File: config.mk
export PLATFORM = sky130hd
export DESIGN_NAME = dbg_ctrl_flat
export DESIGN_NICKNAME = d
export VERILOG_FILES = /design/src/hdl/dbg_proto_pkg.sv /design/src/hdl/dbg_target_pkg.sv /design/src/hdl/dbg_target_if.sv /design/src/hdl/dbg_ctrl.sv /design/src/flat_wrapper.sv
export SDC_FILE = /design/constraint.sdc
export NUM_CORES = 1
export LEC_CHECK = 0
export ABC_CLOCK_PERIOD_IN_PS = 2300
export BUFFER_PORTS_ARGS = -buffer_cell sky130_fd_sc_hd__buf_4
export CAP_MARGIN = 40
export CORE_MARGIN = 10
export CORE_UTILIZATION = 43
export CTS_CLUSTER_SIZE = 40
export DETAILED_ROUTE_END_ITERATION = 8
export PLACE_DENSITY = 0.75
export SLEW_MARGIN = 20
export SYNTH_ARGS = -nofsm -noshare
export SYNTH_HDL_FRONTEND = slang
export SYNTH_SLANG_ARGS = --single-unit
File: constraint.sdc
create_clock -name clk_in -period 2.3 [get_ports clk_in]
set_input_delay 0.23 -clock clk_in [delete_from_list [all_inputs] [get_ports clk_in]]
set_output_delay 0.23 -clock clk_in [all_outputs]
set_load 0.005 [all_outputs]
File: src/hdl/dbg_proto_pkg.sv
package dbg_proto_pkg;

    // Host opcodes. Bit 7 means one word follows, bit 6 a second word
    typedef enum logic [7:0] {
        CMD_STATUS     = 8'h01,
        CMD_CONT       = 8'h02,
        CMD_EN_BP      = 8'h03,
        CMD_DIS_BP     = 8'h04,
        CMD_READ_PC    = 8'h0A,
        CMD_RESET      = 8'h0B,
        CMD_SET_BP     = 8'h85,
        CMD_READ_REG   = 8'h86,
        CMD_READ_IMEM  = 8'h8C,
        CMD_WRITE_REG  = 8'hC7,
        CMD_WRITE_IMEM = 8'hCD
    } dbg_cmd_e;

    // Receive side, sender owns RX_DEPTH credits after reset
    localparam int RX_DEPTH = 4;                 // Power of two so pointers wrap
    localparam int RX_PTR_W = $clog2(RX_DEPTH);

    // Transmit side credit counter
    localparam int TX_CNT_W = 3;
    localparam logic [TX_CNT_W-1:0] TX_CREDITS = 3'd4;

    // Byte returned for an opcode that is not decoded
    localparam logic [7:0] ACK_UNKNOWN = 8'hFF;

    typedef enum logic {
        RSP_ACK,                                 // One byte
        RSP_WORD                                 // Four bytes, LSB first
    } dbg_rsp_e;

    typedef enum logic [2:0] {
        ST_IDLE,
        ST_WORD1,
        ST_WORD2,
        ST_ISSUE,
        ST_WAIT_DATA,
        ST_RESPOND
    } dbg_ctrl_state_e;

endpackage

File: src/hdl/dbg_target_pkg.sv
package dbg_target_pkg;

    localparam int XLEN       = 32;
    localparam int REG_COUNT  = 32;
    localparam int REG_IDX_W  = $clog2(REG_COUNT);
    localparam int IMEM_WORDS = 256;
    localparam int IMEM_IDX_W = $clog2(IMEM_WORDS);   // Taken from addr[9:2]

    localparam logic [XLEN-1:0] PC_INITIAL = 32'h8000_0000;
    localparam logic [XLEN-1:0] PC_STEP    = 32'd4;

    typedef enum logic [3:0] {
        TGT_NONE,
        TGT_RUN,
        TGT_EN_BP,
        TGT_DIS_BP,
        TGT_SET_BP,
        TGT_RD_REG,
        TGT_WR_REG,
        TGT_RD_IMEM,
        TGT_WR_IMEM,
        TGT_RD_PC,
        TGT_RD_STATUS,
        TGT_RESET
    } dbg_tgt_op_e;

endpackage

File: src/hdl/dbg_target_if.sv
`timescale 1ns/100ps

// Request channel from the debug controller to the target core
interface dbg_target_if;

    logic                              req_valid;   // Single cycle strobe
    dbg_target_pkg::dbg_tgt_op_e       op;
    logic [dbg_target_pkg::XLEN-1:0]   addr;        // First command word
    logic [dbg_target_pkg::XLEN-1:0]   wdata;       // Second command word
    logic [dbg_target_pkg::XLEN-1:0]   rdata;       // Valid the cycle after req_valid

    modport ctrl (
        output req_valid,
        output op,
        output addr,
        output wdata,
        input  rdata
    );

    modport core (
        input  req_valid,
        input  op,
        input  addr,
        input  wdata,
        output rdata
    );

endinterface

File: src/hdl/dbg_ctrl.sv
`timescale 1ns/100ps

module dbg_ctrl (
    input  logic                            clk_in,
    input  logic                            arst_n,
    input  logic [7:0]                      head,
    input  logic                            empty,
    output logic                            pop,
    dbg_target_if.ctrl                      tgt,
    output logic                            rsp_valid,
    output dbg_proto_pkg::dbg_rsp_e         rsp_kind,
    output logic [dbg_target_pkg::XLEN-1:0] rsp_word,
    input  logic                            rsp_busy
);

    dbg_proto_pkg::dbg_ctrl_state_e  state;
    dbg_proto_pkg::dbg_ctrl_state_e  exec_state;
    dbg_target_pkg::dbg_tgt_op_e     op_q;
    dbg_target_pkg::dbg_tgt_op_e     op_dec;
    logic [7:0]                      cmd;
    logic [1:0]                      byte_cnt;
    logic [dbg_target_pkg::XLEN-1:0] word1;
    logic [dbg_target_pkg::XLEN-1:0] word2;

    // Opcode byte to target operation
    always_comb
    begin
        case (head)
            dbg_proto_pkg::CMD_STATUS:     op_dec = dbg_target_pkg::TGT_RD_STATUS;
            dbg_proto_pkg::CMD_CONT:       op_dec = dbg_target_pkg::TGT_RUN;
            dbg_proto_pkg::CMD_EN_BP:      op_dec = dbg_target_pkg::TGT_EN_BP;
            dbg_proto_pkg::CMD_DIS_BP:     op_dec = dbg_target_pkg::TGT_DIS_BP;
            dbg_proto_pkg::CMD_READ_PC:    op_dec = dbg_target_pkg::TGT_RD_PC;
            dbg_proto_pkg::CMD_RESET:      op_dec = dbg_target_pkg::TGT_RESET;
            dbg_proto_pkg::CMD_SET_BP:     op_dec = dbg_target_pkg::TGT_SET_BP;
            dbg_proto_pkg::CMD_READ_REG:   op_dec = dbg_target_pkg::TGT_RD_REG;
            dbg_proto_pkg::CMD_READ_IMEM:  op_dec = dbg_target_pkg::TGT_RD_IMEM;
            dbg_proto_pkg::CMD_WRITE_REG:  op_dec = dbg_target_pkg::TGT_WR_REG;
            dbg_proto_pkg::CMD_WRITE_IMEM: op_dec = dbg_target_pkg::TGT_WR_IMEM;
            default:                       op_dec = dbg_target_pkg::TGT_NONE;
        endcase
    end

    // Unknown opcodes still consume their words, then skip the core
    assign exec_state = (op_q == dbg_target_pkg::TGT_NONE) ?
                        dbg_proto_pkg::ST_RESPOND : dbg_proto_pkg::ST_ISSUE;

    assign pop = !empty && (state == dbg_proto_pkg::ST_IDLE  ||
                            state == dbg_proto_pkg::ST_WORD1 ||
                            state == dbg_proto_pkg::ST_WORD2);

    always_ff @(posedge clk_in or negedge arst_n)
    begin
        if (!arst_n)
        begin
            state    <= dbg_proto_pkg::ST_IDLE;
            op_q     <= dbg_target_pkg::TGT_NONE;
            cmd      <= '0;
            byte_cnt <= '0;
        end
        else
        begin
            case (state)
                dbg_proto_pkg::ST_IDLE:
                    if (pop)
                    begin
                        cmd      <= head;
                        op_q     <= op_dec;
                        byte_cnt <= '0;
                        if (head[7])
                            state <= dbg_proto_pkg::ST_WORD1;
                        else if (op_dec == dbg_target_pkg::TGT_NONE)
                            state <= dbg_proto_pkg::ST_RESPOND;
                        else
                            state <= dbg_proto_pkg::ST_ISSUE;
                    end
                dbg_proto_pkg::ST_WORD1:
                    if (pop)
                    begin
                        byte_cnt <= byte_cnt + 1'b1;
                        if (byte_cnt == 2'd3)
                            state <= cmd[6] ? dbg_proto_pkg::ST_WORD2 : exec_state;
                    end
                dbg_proto_pkg::ST_WORD2:
                    if (pop)
                    begin
                        byte_cnt <= byte_cnt + 1'b1;
                        if (byte_cnt == 2'd3)
                            state <= exec_state;
                    end
                dbg_proto_pkg::ST_ISSUE:     state <= dbg_proto_pkg::ST_WAIT_DATA;
                dbg_proto_pkg::ST_WAIT_DATA:
                    state <= rsp_busy ? dbg_proto_pkg::ST_RESPOND : dbg_proto_pkg::ST_IDLE;
                dbg_proto_pkg::ST_RESPOND:
                    if (!rsp_busy)
                        state <= dbg_proto_pkg::ST_IDLE;
                default:                     state <= dbg_proto_pkg::ST_IDLE;
            endcase
        end
    end

    // Little-endian word assembly
    always_ff @(posedge clk_in)
    begin
        if (pop && state == dbg_proto_pkg::ST_WORD1)
            word1[{byte_cnt, 3'b000} +: 8] <= head;
        if (pop && state == dbg_proto_pkg::ST_WORD2)
            word2[{byte_cnt, 3'b000} +: 8] <= head;
    end

    assign tgt.req_valid = (state == dbg_proto_pkg::ST_ISSUE);
    assign tgt.op        = op_q;
    assign tgt.addr      = word1;
    assign tgt.wdata     = word2;

    // rdata holds until the next request, so it can feed the response directly
    assign rsp_valid = !rsp_busy && (state == dbg_proto_pkg::ST_WAIT_DATA ||
                                     state == dbg_proto_pkg::ST_RESPOND);

    always_comb
    begin
        case (op_q)
            dbg_target_pkg::TGT_RD_REG,
            dbg_target_pkg::TGT_RD_IMEM,
            dbg_target_pkg::TGT_RD_PC:
            begin
                rsp_kind = dbg_proto_pkg::RSP_WORD;
                rsp_word = tgt.rdata;
            end
            // Status comes back as one byte, 01h when halted
            dbg_target_pkg::TGT_RD_STATUS:
            begin
                rsp_kind = dbg_proto_pkg::RSP_ACK;
                rsp_word = tgt.rdata;
            end
            dbg_target_pkg::TGT_NONE:
            begin
                rsp_kind = dbg_proto_pkg::RSP_ACK;
                rsp_word = {{(dbg_target_pkg::XLEN-8){1'b0}}, dbg_proto_pkg::ACK_UNKNOWN};
            end
            default:
            begin
                rsp_kind = dbg_proto_pkg::RSP_ACK;     // Echo the opcode
                rsp_word = {{(dbg_target_pkg::XLEN-8){1'b0}}, cmd};
            end
        endcase
    end

endmodule

File: src/flat_wrapper.sv
// flat-port wrapper written by rule: the top's interface ports become plain ports
module dbg_ctrl_flat 
  (clk_in, arst_n, head, empty, pop, rsp_valid, rsp_kind, rsp_word, rsp_busy, tgt_req_valid, tgt_op, tgt_addr, tgt_wdata, tgt_rdata);
  dbg_target_if tgt_i ();
  input  logic clk_in;
  input  logic arst_n;
  input  logic [7:0] head;
  input  logic empty;
  output logic pop;
  output logic rsp_valid;
  output dbg_proto_pkg::dbg_rsp_e rsp_kind;
  output logic [dbg_target_pkg::XLEN-1:0] rsp_word;
  input  logic rsp_busy;
  output wire logic [$bits(tgt_i.req_valid)-1:0] tgt_req_valid;
  output wire logic [$bits(tgt_i.op)-1:0] tgt_op;
  output wire logic [$bits(tgt_i.addr)-1:0] tgt_addr;
  output wire logic [$bits(tgt_i.wdata)-1:0] tgt_wdata;
  input wire logic [$bits(tgt_i.rdata)-1:0] tgt_rdata;
  assign tgt_req_valid = tgt_i.req_valid;
  assign tgt_op = tgt_i.op;
  assign tgt_addr = tgt_i.addr;
  assign tgt_wdata = tgt_i.wdata;
  assign tgt_i.rdata = tgt_rdata;
  dbg_ctrl u_core (.clk_in(clk_in), .arst_n(arst_n), .head(head), .empty(empty), .pop(pop), .tgt(tgt_i), .rsp_valid(rsp_valid), .rsp_kind(rsp_kind), .rsp_word(rsp_word), .rsp_busy(rsp_busy));
endmodule
Yosys cells after proc, flatten, opt, wreduce, memory -nomap -nowiden
Cells that the tools add are included.
- divide/modulo/power cells: 0
- shift-type cells: 2
- reduce and logical (&&, ||, !) cells: 19
- multipliers: 0
- add/sub/neg operators: 2
- bitwise gates (word level): 0
- equal/unequal tests: 28
- muxes and demuxes: 20
- order comparisons: 0
- operators by type and width (kind ; number):
    bitwise mux 32 bit ; 2
    one-hot mux 32 bit (2 select lines) ; 1
    one-hot mux 4 bit (11 select lines) ; 1
    equality test 8 bit (second input constant) ; 5
    two-way mux 3 bit ; 11
    variable shift 8 x 7 -> 32 bit (first input constant) ; 1
    indexed part select 8 x 7 -> 32 bit ; 1
    one-hot mux 3 bit (6 select lines) ; 1
    equality test 8 x 2 -> 1 bit (second input constant) ; 2
    equality test 8 x 4 -> 1 bit (second input constant) ; 2
    != test 2 x 1 -> 1 bit (second input constant) ; 6
    equality test 4 x 3 -> 1 bit (second input constant) ; 2
    equality test 4 bit (second input constant) ; 2
    equality test 8 x 1 -> 1 bit (second input constant) ; 1
    equality test 8 x 3 -> 1 bit (second input constant) ; 1
    zero test 4 bit ; 2
    negation 5 -> 7 bit ; 1
    equality test 3 x 2 -> 1 bit (second input constant) ; 2
    equality test 3 bit (second input constant) ; 2
    AND reduction 6 bit ; 1
    logical AND 1 bit ; 4
    two-way mux 2 bit ; 2
    one-hot mux 2 bit (2 select lines) ; 1
    OR reduction 4 bit ; 1
    other kinds (13) ; 16
- logic and storage cells: 77
- RAM bits: 0
- bits of input ports: 44
- memories kept: 0
- output and inout port bits: 104
- bits in latches: 0
- flip-flop bits (word level): 81
- bits in read-only memories: 0

Longest topological paths before layout
Gate-level depths: netlist of run 1.
- depth in word-level cells: 7
- gate-level depth with buffers: 7
- mapped depth without buffers: 6

Worst setup path after synthesis of run 1
Ideal clock, no wire load.
- path kind: reg2reg
- start point: reg u_core.state[2]
- end point: reg u_core.word2 (netlist bit u_core.tgt.wdata[24]), enable pin
- required time: 1.905 ns
- cell stages (with the launch flop): 5
- arrival time: 1.698 ns
- clock period less this slack: 2.093 ns
- slack: 0.207 ns
- library setup time: 0.395 ns
- path through: dfrtp_1 -> buf_2 -> or2_1 -> buf_2 -> nor4_1
- longest elaborated chain between the ends: 5
- elaborated cells on any way between the ends: 7
- ends and longest elaborated chain (element ; line ; source):
    start: declaration ; dbg_ctrl.sv:16 ; dbg_proto_pkg::dbg_ctrl_state_e state;
    start signal: assignment ; dbg_ctrl.sv:56 ; state <= dbg_proto_pkg::ST_IDLE;
    start signal: assignment ; dbg_ctrl.sv:71 ; state <= dbg_proto_pkg::ST_WORD1;
    start signal: assignment ; dbg_ctrl.sv:73 ; state <= dbg_proto_pkg::ST_RESPOND;
    equality test 3 x 1 -> 1 bit or zero test 3 bit (tied branches) ; dbg_ctrl.sv:49, dbg_ctrl.sv:48 ;
    logical OR 1 bit ; dbg_ctrl.sv:48 ; assign pop = !empty && (state == dbg_proto_pkg::ST_IDLE ||
    logical OR 1 bit ; dbg_ctrl.sv:49 ; state == dbg_proto_pkg::ST_WORD1 ||
    logical AND 1 bit ; dbg_ctrl.sv:48 ;
    logical AND 1 bit (*) ; dbg_ctrl.sv:107 ; if (pop && state == dbg_proto_pkg::ST_WORD2)
    end signal: indexed assignment ; dbg_ctrl.sv:108 ; word2[{byte_cnt, 3'b000} +: 8] <= head;
    end: declaration ; dbg_ctrl.sv:23 ; logic [dbg_target_pkg::XLEN-1:0] word2;
Mark *: on every way between the ends. The rest lies on a longest branch, timed or not.
A chain may end at the register's enable or synchronous reset.

Final worst setup path of run 1
- start point: reg u_core.op_q[3], in the netlist u_core.tgt.op[3]
- end point: out rsp_word[0] (netlist bit)
- longest elaborated chain between the ends: 3
- elaborated cells on any way between the ends: 7
- ends and longest elaborated chain (element ; line ; source):
    start: declaration ; dbg_ctrl.sv:18 ; dbg_target_pkg::dbg_tgt_op_e op_q;
    start signal: assignment ; dbg_ctrl.sv:57 ; op_q <= dbg_target_pkg::TGT_NONE;
    start signal: assignment ; dbg_ctrl.sv:68 ; op_q <= op_dec;
    equality test 4 x 3 -> 1 bit or equality test 4 bit (tied branches) ; dbg_ctrl.sv:122 ; case (op_q)
    OR reduction 4 bit (no source line) ; - ;
    one-hot mux 32 bit (2 select lines) (*) ; dbg_ctrl.sv:122 ;
    end: declaration ; flat_wrapper.sv:12 ; output logic [dbg_target_pkg::XLEN-1:0] rsp_word;
Marked as above.

==> summary.txt, run 1 <==
Status -> complete, no violations
WL met2 -> 4889 µm
Final Cycle Share -> 0.9373
Final Power -> 4.543 mW
Synth Flop Type -> edfxtp_1
First-pass GRT wire length -> 16190 µm
Buffers & Inverters on Critical Path -> 2
Vias in the first global route -> 3173
Post-synthesis sequential area ratio -> 0.6270
Max VDD drop -> 0.3399 mV
Logic gate share of total power -> 0.274
Die H -> 113.3 µm
CTS Buf Count -> 9
Pin count of the biggest net entering global routing -> 33
GPL Wtd Cong -> 0.8787
Global route overflow -> 0
Final Max Slew Viols -> 0
Post-synth top area cell -> edfxtp_1
WL/cell -> 18.23 µm
Setup Total Neg Slack -> 0 ns
Fraction of layout cells with a size suffix above 1 -> 0.3883
Slew of the pin with the lowest slew margin -> 0.4789 ns
Rel. slew slack -> 0.6783
Final Cell Area -> 5180 µm²
Leakage -> 2.168 nW
Avg Cell Area, Syn -> 12.04 µm²
Int Power -> 3.180 mW
Post-route insts no fill -> 566
Via density per instance -> 5.201
Syn Nets -> 360
Main area contributors after synthesis -> edfxtp_1, dfrtp_1, and2_1, nand2_1, mux2i_1
Minimum clock period -> 2.156 ns
Seq cells post-synth -> 81
F_max -> 463.9 MHz
IO Pins -> 148
Total number of vias -> 2944
Post-CTS Repair Setup Buffers -> 0
Ys async rst share -> 0.2099
Yosys top cell area share -> 0.5134
Final Hold Fails -> 0
Mapped Cells -> 311
CP Cell Sequence -> nor3b_1 -> o21a_1 -> or2_1 -> buf_8 -> mux2i_1 -> nand2_1 -> buf_4
Initial antenna violation count -> 0
Post-DP Area -> 4912 µm²
Initial Util -> 0.4488
Worst-path clk slew -> 0.09 ns
# diodes -> 0
Worst setup path class -> reg -> out
Synth top cells by count -> edfxtp_1, and2_1, nand2_1
Crit path required time -> 2.07 ns
Mapped Area -> 3744 µm²
CP max stage delay -> 0.44 ns
Iter 0 DRT Violations -> 123
Arr. time, crit path -> 1.93 ns
Clk pwr share -> 0.277
Area Growth Syn to Fin -> 38.37%
GRT Total Usage -> 0.1576
PortBufs -> 147
HPWL after DPL -> 7871 µm
Crit-path leading delay family -> simple AND/OR/NAND/NOR gates
Hold slack -> 0.1720 ns
Worst hold path type -> in -> reg
Worst-Skew Late Latency -> 0.35 ns
Cell variety after synth -> 53
Clk_skew -> 0.007024 ns
YS warnings -> 0
CTS H-tree lvls -> 3
Clk sinks -> 81
Row count -> 33
WL met1 -> 4020 µm
DRC violations left -> 0
Drt first pass iters -> 4
Metal3 WL -> 1279 µm
Flop pwr share -> 0.450
Post-route ant nets -> 0
Final setup fails -> 0
Psw -> 1.363 mW
CP endpoint kind -> primary output
Root Buffer -> clkbuf_8
CTS tree -> built
Startpoint Class -> register
DIE AREA -> 12840 µm²
Top sig layer -> met4
CP max FO -> 32
DIE WIDTH -> 113.3 µm
Final-stage net count -> 506
Most frequent cell after synthesis -> edfxtp_1
Max_cap viols -> 0
Pwr Density -> 877.1 nW/µm²
Post-synth EDFFs -> 64
DRT Wirelength -> 10320 µm
CTS max path bufs -> 2
Core Box Area -> 8341 µm²
Slowest-stage cell, CP -> dfrtp_2
Sw frac -> 0.3001
DP Cell Count -> 550
-- final cells by class --
type                       instances  area [µm²]
sequential                        81        2349
clock inverter                     6       115.1
multi-input combinational        202        1261
fill                             649        3161
clock buffer                       9       123.9
timing repair buffer             154        1166
tap                              105       131.4
inverter                           9       33.78
-- through the flow --
stage	utilization	worst slack (ns)
final	0.6211	0.1441
after global routing	0.6211	-0.01301
after CTS	0.6188	0.02782
after detailed placement	0.5890	0.09959
after global placement	0.5890	0.2562
after floorplan	-	0.2069
-- cells in the final DEF (no fill, tap or decap), drive strengths merged, types with 2 or more instances in the layout --
master,n
nor3b,5
ha,5
nor2b,2
and2,59
nand2b,3
or2,3
edfxtp,64
clkbuf,9
nor2,10
mux2i,9
nand2,40
a21oi,4
bufinv,3
dfrtp,17
a31oi,2
o41ai,2
nand4,2
buf,153
nor4,7
nand3,2
xnor2,2
o21ai,14
nor3,9
xor2,2
o21a,2
inv,10
-- repair_timing --
| item | 4_1_cts | 5_1_grt |
|---|---|---|
| setup endpoints to repair | 0 | 41 |
| gates resized for setup | 0 | 5 |
| hold buffers | 1 | 0 |
| endpoints found under the hold margin | 17 | 0 |
-- state kept, by name (all words and copies together), names as in the netlist --
| signal | cells |
|---|---|
| u_core.byte_cnt | 2 |
| u_core.tgt.wdata | 32 |
| u_core.cmd | 8 |
| u_core.tgt.addr | 32 |
| u_core.state | 3 |
| u_core.tgt.op | 4 |
-- routing by layer --
layer,GRT usage,vias up
met5,0,-
met1,0.1759,1387
met3,0.07184,11
met2,0.2569,148
met4,0.06261,0
li1,-,1398
-- tightest hold or removal path, delay by kind of cell --
kind / cells / cell delay, ns
AND/OR/NAND/NOR: 2 / 0.12
buffers and inverters: 1 / 0.14
-- kinds of logic after synthesis --
family | after synthesis | share of synthesized area
AOI/OAI and AO/OA | 38 | 0.06819
xor gates and xnor gates | 4 | 0.009360
adders and majority gates | 5 | 0.01671
muxes | 9 | 0.02407
and+or+nand+nor | 146 | 0.2159
DFF | 81 | 0.6270
buffers and inverters | 28 | 0.03877
-- power by group through the flow --
stage / clock network, mW / registers (mW) / logic, mW
6_report: 1.26 / 2.04 / 1.24
2_1_floorplan: 0 / 2.04 / 0.742
5_1_grt: 1.34 / 2.07 / 1.41
4_1_cts: 1.27 / 2.04 / 1.25
3_5_place_dp: 0 / 2.07 / 1.23
3_3_place_gp: 0 / 2.06 / 1.18
-- path summary, 6_finish.rpt --
| path | from | to | slack [ns] | cells after the start |
|---|---|---|---|---|
| max | u_core.tgt.op[3] | rsp_word[0] | 0.14 | 7 |
| min | head[4] | u_core.cmd[4] | 0.17 | 3 |
| max reg2reg | u_core.state[2] | u_core.tgt.addr[1] | 0.24 | 3 |
| min reg2reg | u_core.cmd[0] | u_core.cmd[0] | 0.49 | 2 |
| max in group asynchronous | arst_n | u_core.tgt.op[3] | 1.82 | 2 |
| min in group asynchronous | arst_n | u_core.cmd[3] | 0.28 | 2 |
Note: power is estimated with default switching activity, not from simulation.
==> run 2, diff against run 1 <==
--- a/config.mk
+++ b/config.mk
@@ -7,3 +7,3 @@
 export LEC_CHECK = 0
-export ABC_CLOCK_PERIOD_IN_PS = 2300
+export ABC_CLOCK_PERIOD_IN_PS = 2000
 export BUFFER_PORTS_ARGS = -buffer_cell sky130_fd_sc_hd__buf_4
@@ -14,3 +14,3 @@
 export DETAILED_ROUTE_END_ITERATION = 8
-export PLACE_DENSITY = 0.75
+export PLACE_DENSITY = 0.72
 export SLEW_MARGIN = 20
==> constraint.sdc (replaced) <==
create_clock -name clk_in -period 2 [get_ports clk_in]
set_input_delay 0 -clock clk_in [delete_from_list [all_inputs] [get_ports clk_in]]
set_output_delay 0 -clock clk_in [all_outputs]
set_load 0.005 [all_outputs]
==> run 2 against run 1 <==
Effect of this change:
- clock skew rose by 0.0015 ns
- critical path depth did not move
- cell area increased by 3.6%
- via count is 2.6% higher
- global-route usage increased by 0.47 points
- count of clock-buffer cells in the layout rose by 1
- sequential share of layout area shrank 1.6 points
- register-to-register slack got worse by 0.06 ns
- non-clock buffer count increased by 17
- worst hold slack worse by 0.13 ns
- highest routed layer unchanged
- largest power group unchanged
- utilization increased by 2.2 points
- first-iteration DRC count grew 110%
==> summary.txt, run 2 (synthesized netlist as in run 1, its figures left out) <==
DIE WIDTH -> 113.3 µm (unchanged)
DRT Wirelength -> 10780 µm (was 10320 µm)
Global route overflow -> 0 (unchanged)
# diodes -> 0 (unchanged)
Final-stage net count -> 523 (was 506)
Fraction of layout cells with a size suffix above 1 -> 0.3987 (was 0.3883)
Setup slack, reg-to-reg -> 0.18 ns (was 0.24 ns)
Most frequent cells in the layout -> buf_4, edfxtp_1, and2_1 (unchanged)
Leakage -> 2.254 nW (was 2.168 nW)
CTS Buf Count -> 9 (unchanged)
RSZ-0062 raised after global routing -> yes
Worst-Skew Late Latency -> 0.35 ns (about the same)
Die H -> 113.3 µm (unchanged)
Status -> complete, no violations (unchanged)
WL/cell -> 18.45 µm (was 18.23 µm)
Drt first pass iters -> 5 (was 4)
Pwr Density -> 972.1 nW/µm² (was 877.1 nW/µm²)
CTS H-tree lvls -> 3 (unchanged)
PortBufs -> 147 (unchanged)
Post-DP Area -> 4957 µm² (was 4912 µm²)
Reg2Reg Depth -> 3 (unchanged)
Core Box Area -> 8341 µm² (unchanged)
Area Growth Syn to Fin -> 43.28% (was 38.37%)
Max VDD drop -> 0.4149 mV (was 0.3399 mV)
Core Util, Final -> 0.6431 (was 0.6211)
Via density per instance -> 5.175 (was 5.201)
IO Pins -> 148 (unchanged)
Hold slack -> 0.04686 ns (was 0.1720 ns)
Post-route ant nets -> 0 (unchanged)
Rel. slew slack -> 0.6114 (was 0.6783)
F_max -> 513.4 MHz
CP max FO -> 8 (was 32)
Worst-path clk slew -> 0.09 ns (about the same)
Hold Crit Depth -> 5 (was 3)
Worst R2R Start -> u_core.state[2] (unchanged)
CP endpoint kind -> primary output (unchanged)
Root Buffer -> clkbuf_8 (unchanged)
Psw -> 1.604 mW (was 1.363 mW)
CTS max path bufs -> 2 (unchanged)
Final Max Slew Viols -> 0 (unchanged)
Initial Util -> 0.4488 (unchanged)
GPL Wtd Cong -> 0.8624 (was 0.8787)
Int Power -> 3.611 mW (was 3.180 mW)
Clk sinks -> 81 (unchanged)
Clk pwr share -> 0.253 (was 0.277)
Total number of vias -> 3022 (was 2944)
Worst setup path class -> reg -> out (unchanged)
Row count -> 33 (unchanged)
Pin count of the biggest net entering global routing -> 33 (unchanged)
Startpoint Class -> register (unchanged)
Crit path required time -> 2.00 ns (was 2.07 ns)
Max_cap viols -> 0 (unchanged)
Vias in the first global route -> 3164 (was 3173)
Logic gate share of total power -> 0.302 (was 0.274)
Hold EP -> u_core.byte_cnt[0] (was u_core.cmd[4])
Commonest non-fill, non-tap cell in the layout -> buf_4 (unchanged)
First-pass GRT wire length -> 16840 µm (was 16190 µm)
RR Endpoint -> u_core.tgt.wdata[22] (was u_core.tgt.addr[1])
CTS tree -> built (unchanged)
Arr. time, crit path -> 1.95 ns (was 1.93 ns)
DIE AREA -> 12840 µm² (unchanged)
Clk_skew -> 0.008486 ns (was 0.007024 ns)
Worst hold path type -> in -> reg (unchanged)
Hold_sp -> empty (was head[4])
Final Power -> 5.214 mW (was 4.543 mW)
Slew of the pin with the lowest slew margin -> 0.5776 ns (was 0.4789 ns)
Final setup fails -> 0 (unchanged)
Final Cycle Share -> 0.9738
Initial antenna violation count -> 0 (unchanged)
Final Cell Area -> 5364 µm² (was 5180 µm²)
Iter 0 DRT Violations -> 258 (was 123)
GRT Total Usage -> 0.1624 (was 0.1576)
Minimum clock period -> 1.948 ns
Final Hold Fails -> 0 (unchanged)
HPWL after DPL -> 8130 µm (was 7871 µm)
DRC violations left -> 0 (unchanged)
Sw frac -> 0.3076 (was 0.3001)
Flop pwr share -> 0.445 (was 0.450)
[run 2: cell types whose count changed in the layout (fill, tap and decap cells not counted), sizes merged]
cell,change
clkbuf,+3
bufinv,-1
clkinvlp,+1
clkinv,+1
dlygate4sd3,+8
inv,-1
buf,+7
[run 2: per-stage QoR]
stage	setup slack, ns	setup TNS [ns]	cells
finish	0.05236	0	584
global placement	0.1326	0	556
CTS	0.01875	0	581
detailed placement	0.01226	0	556
floorplan	-0.09312	-1.490	311
global route	-0.01633	-0.03383	584
[run 2: layout make-up]
type | instances | area, µm²
clock buffers | 10 | 127.6
well taps | 105 | 131.4
flip-flops and latches | 81 | 2349
fillers | 662 | 2977
multi-input cells | 202 | 1272
repair buffers | 171 | 1358
clock inverters | 6 | 92.59
inverters | 9 | 33.78
[run 2: critical path: stages, from the launching register on]
cell and delay (ns):
dfrtp_2 0.45, nor2b_1 0.14, o21a_1 0.20, or2_4 0.27, buf_12 0.16, mux2i_2 0.18
nand2_1 0.08, buf_6 0.12
[run 2: power by group through the flow]
stage / Sequential, mW / Combinational, mW / Clock (mW)
final: 2.32 / 1.58 / 1.32
after global routing: 2.35 / 1.77 / 1.42
after CTS: 2.32 / 1.56 / 1.33
after detailed placement: 2.35 / 1.53 / 0
after global placement: 2.35 / 1.46 / 0
after floorplan: 2.34 / 0.854 / 0
[run 2: worst max-delay path by stage]
stage / startpoint / endpoint / slack, ns / cells past startpoint
after floorplan: u_core.state[2] / u_core.tgt.wdata[24] / -0.09 / 4
after global placement: u_core.byte_cnt[1] / u_core.tgt.addr[17] / 0.13 / 4
after detailed placement: u_core.byte_cnt[1] / u_core.tgt.addr[17] / 0.01 / 4
after CTS: u_core.byte_cnt[1] / u_core.tgt.addr[10] / 0.02 / 4
after global routing: u_core.tgt.op[3] / rsp_word[2] / -0.02 / 7
final: u_core.tgt.op[2] / rsp_word[2] / 0.05 / 7
[run 2: layer usage]
layer | share of wire | global-route usage | up-vias
met1 | 0.38 | 0.1889 | 1431
met4 | 0.0060 | 0.03892 | 0
met3 | 0.091 | 0.05494 | 6
li1 | - | - | 1429
met2 | 0.52 | 0.2811 | 156
met5 | 0 | 0 | -
[run 2: repair_timing]
action / CTS / global route
gates cloned: 0 / 2
gates resized for setup: 2 / 8
pin swaps: 0 / 3
hold buffers: 9 / 0
setup buffers: 0 / 1
hold endpoints to repair: 26 / 0
endpoints found under the setup margin: 23 / 26
==> run 3, diff against run 2 <==
--- a/config.mk
+++ b/config.mk
@@ -12,2 +12,3 @@
 export CORE_UTILIZATION = 43
+export CTS_BUF_LIST = sky130_fd_sc_hd__clkbuf_4 sky130_fd_sc_hd__clkbuf_8 sky130_fd_sc_hd__clkbuf_16
 export CTS_CLUSTER_SIZE = 40
--- a/constraint.sdc
+++ b/constraint.sdc
@@ -3,2 +3,2 @@
 set_output_delay 0 -clock clk_in [all_outputs]
-set_load 0.005 [all_outputs]
+set_load 0.02 [all_outputs]
==> run 3 against run 2 <==
Effect of this change:
- clock power hardly changed
- cell area is 0.82% higher
- worst hold slack worse by 0.011 ns
- maximum frequency is 0.30% higher
- global-route usage is 0.47 points lower
- first-iteration DRC count is 14% lower
- combinational power is 13% higher
- final cell count is 0.51% higher
- utilization is 0.53 points higher
- critical path depth stayed put
- sequential power hardly changed
- count of clock-buffer cells in the layout stayed put
==> summary.txt, run 3 (synthesized netlist as in run 1, its figures left out) <==
Status -> complete, no violations (unchanged)
Rel. slew slack -> 0.6003 (was 0.6114)
CP max FO -> 8 (unchanged)
IO Pins -> 148 (unchanged)
Total number of vias -> 3064 (was 3022)
Worst setup path class -> reg -> out (unchanged)
Crit path required time -> 2.00 ns (about the same)
Pin count of the biggest net entering global routing -> 33 (unchanged)
Post-route insts no fill -> 587 (was 584)
PortBufs -> 147 (unchanged)
Post-route ant nets -> 0 (unchanged)
Psw -> 1.798 mW (was 1.604 mW)
F_max -> 515.0 MHz (was 513.4 MHz)
CTS Buf Count -> 9 (unchanged)
Drt first pass iters -> 5 (unchanged)
Metal3 WL -> 992 µm (was 982 µm)
Logic gate share of total power -> 0.328 (was 0.302)
Root Buffer -> clkbuf_8 (unchanged)
GRT Total Usage -> 0.1577 (was 0.1624)
DP Cell Count -> 556 (unchanged)
First-pass GRT wire length -> 16370 µm (was 16840 µm)
Worst-path clk slew -> 0.08 ns (was 0.09 ns)
Core Box Area -> 8341 µm² (unchanged)
Vias in the first global route -> 3096 (was 3164)
Final setup fails -> 0 (unchanged)
WL met2 -> 5564 µm (was 5620 µm)
Pwr Density -> 1006 nW/µm² (was 972.1 nW/µm²)
CTS max path bufs -> 2 (unchanged)
Final Cycle Share -> 0.9709 (was 0.9738)
Slew of the pin with the lowest slew margin -> 0.5941 ns (was 0.5776 ns)
Core Util, Final -> 0.6484 (was 0.6431)
Max VDD drop -> 0.4173 mV (was 0.4149 mV)
Initial Util -> 0.4488 (unchanged)
WL met1 -> 4101 µm (was 4107 µm)
Iter 0 DRT Violations -> 222 (was 258)
Max_cap viols -> 0 (unchanged)
Leakage -> 2.270 nW (was 2.254 nW)
Clk sinks -> 81 (unchanged)
Commonest non-fill, non-tap cell in the layout -> buf_4 (unchanged)
Clk pwr share -> 0.245 (was 0.253)
CTS tree -> built (unchanged)
Worst hold path type -> in -> async (was in -> reg)
Worst R2R Start -> u_core.byte_cnt[1] (was u_core.state[2])
RSZ-0062 raised after global routing -> yes (unchanged)
Area Growth Syn to Fin -> 44.45% (was 43.28%)
RR Endpoint -> u_core.tgt.wdata[25] (was u_core.tgt.wdata[22])
Reg2Reg Depth -> 3 (unchanged)
Clk_skew -> 0.007103 ns (was 0.008486 ns)
HPWL after DPL -> 7949 µm (was 8130 µm)
Setup slack, reg-to-reg -> 0.21 ns (was 0.18 ns)
DRT Wirelength -> 10800 µm (was 10780 µm)
Global route overflow -> 0 (unchanged)
Arr. time, crit path -> 1.94 ns (was 1.95 ns)
Final-stage net count -> 526 (was 523)
GPL Wtd Cong -> 0.8603 (was 0.8624)
Top sig layer -> met4 (unchanged)
Die H -> 113.3 µm (unchanged)
Flop pwr share -> 0.427 (was 0.445)
DIE WIDTH -> 113.3 µm (unchanged)
Initial antenna violation count -> 0 (unchanged)
Final Hold Fails -> 0 (unchanged)
Fraction of layout cells with a size suffix above 1 -> 0.4066 (was 0.3987)
WL/cell -> 18.40 µm (was 18.45 µm)
Minimum clock period -> 1.942 ns (was 1.948 ns)
DIE AREA -> 12840 µm² (unchanged)
# diodes -> 0 (unchanged)
Final Max Slew Viols -> 0 (unchanged)
Final Power -> 5.441 mW (was 5.214 mW)
CP endpoint kind -> primary output (unchanged)
Worst-Skew Late Latency -> 0.35 ns (about the same)
Row count -> 33 (unchanged)
Most frequent cells in the layout -> buf_4, edfxtp_1, and2_1 (unchanged)
DRC violations left -> 0 (unchanged)
Setup Total Neg Slack -> 0 ns (unchanged)
Startpoint Class -> register (unchanged)
Int Power -> 3.643 mW (was 3.611 mW)
Via density per instance -> 5.220 (was 5.175)
Sw frac -> 0.3305 (was 0.3076)
CTS H-tree lvls -> 3 (unchanged)
==> run 3: what timing repair did <==
action / in CTS / in global routing
hold buffers: 9 / 0
endpoints found under the setup margin: 23 / 16
buffers inserted: 0 / 4
endpoints found under the hold margin: 26 / 0
pin swaps: 0 / 4
gates resized for setup: 3 / 12
gates cloned: 0 / 2
==> run 3: layout make-up <==
class                      instances  area (µm²)
sequential                        81        2350
multi-input combinational        202        1277
tap                              105       131.4
clock inverter                     6       92.59
timing repair buffer             174        1391
fill                             661        2933
clock buffer                      10       131.4
inverter                           9       33.78
==> run 3: stage by stage <==
step	instance area (µm²)	hold WS [ns]	setup slack [ns]
2_1_floorplan	3744	-0.2956	-0.09312
3_3_place_gp	4957	-0.1217	0.1262
3_5_place_dp	4957	-0.1184	0.01893
4_1_cts	5285	0.03959	0.002582
5_1_grt	5408	0.05220	-0.03730
6_report	5408	0.03614	0.05826
==> run 3: per-layer routing <==
| layer | up-vias | track usage |
|---|---|---|
| met4 | 0 | 0.04146 |
| li1 | 1442 | - |
| met3 | 16 | 0.05441 |
| met5 | - | 0 |
| met2 | 141 | 0.2711 |
| met1 | 1465 | 0.1829 |
==> run 3: power groups by stage <==
stage                     logic, mW  clock network [mW]  registers, mW
after floorplan               0.914                   0           2.48
after CTS                      1.76                1.34           2.32
after global routing           1.96                1.43           2.35
final                          1.78                1.33           2.32
after detailed placement       1.72                   0           2.36
after global placement         1.66                   0           2.35
==> run 3: worst max-delay path by stage <==
stage,from,end,slack [ns],cells after the start
2_1_floorplan,u_core.state[2],u_core.tgt.wdata[24],-0.09,4
6_report,u_core.tgt.op[2],rsp_word[4],0.06,7
5_1_grt,u_core.tgt.op[2],rsp_word[4],-0.04,7
3_5_place_dp,u_core.byte_cnt[1],u_core.tgt.wdata[19],0.02,4
4_1_cts,u_core.tgt.op[2],rsp_word[1],0.003,7
3_3_place_gp,u_core.byte_cnt[1],u_core.tgt.addr[13],0.13,4
==> run 3: critical path, stage by stage (launching register included) <==
cell	delay, ns
dfrtp_2	0.45
nor2b_4	0.13
o21a_1	0.19
or2_4	0.27
buf_12	0.15
mux2i_1	0.15
nand2_1	0.07
buf_4	0.16
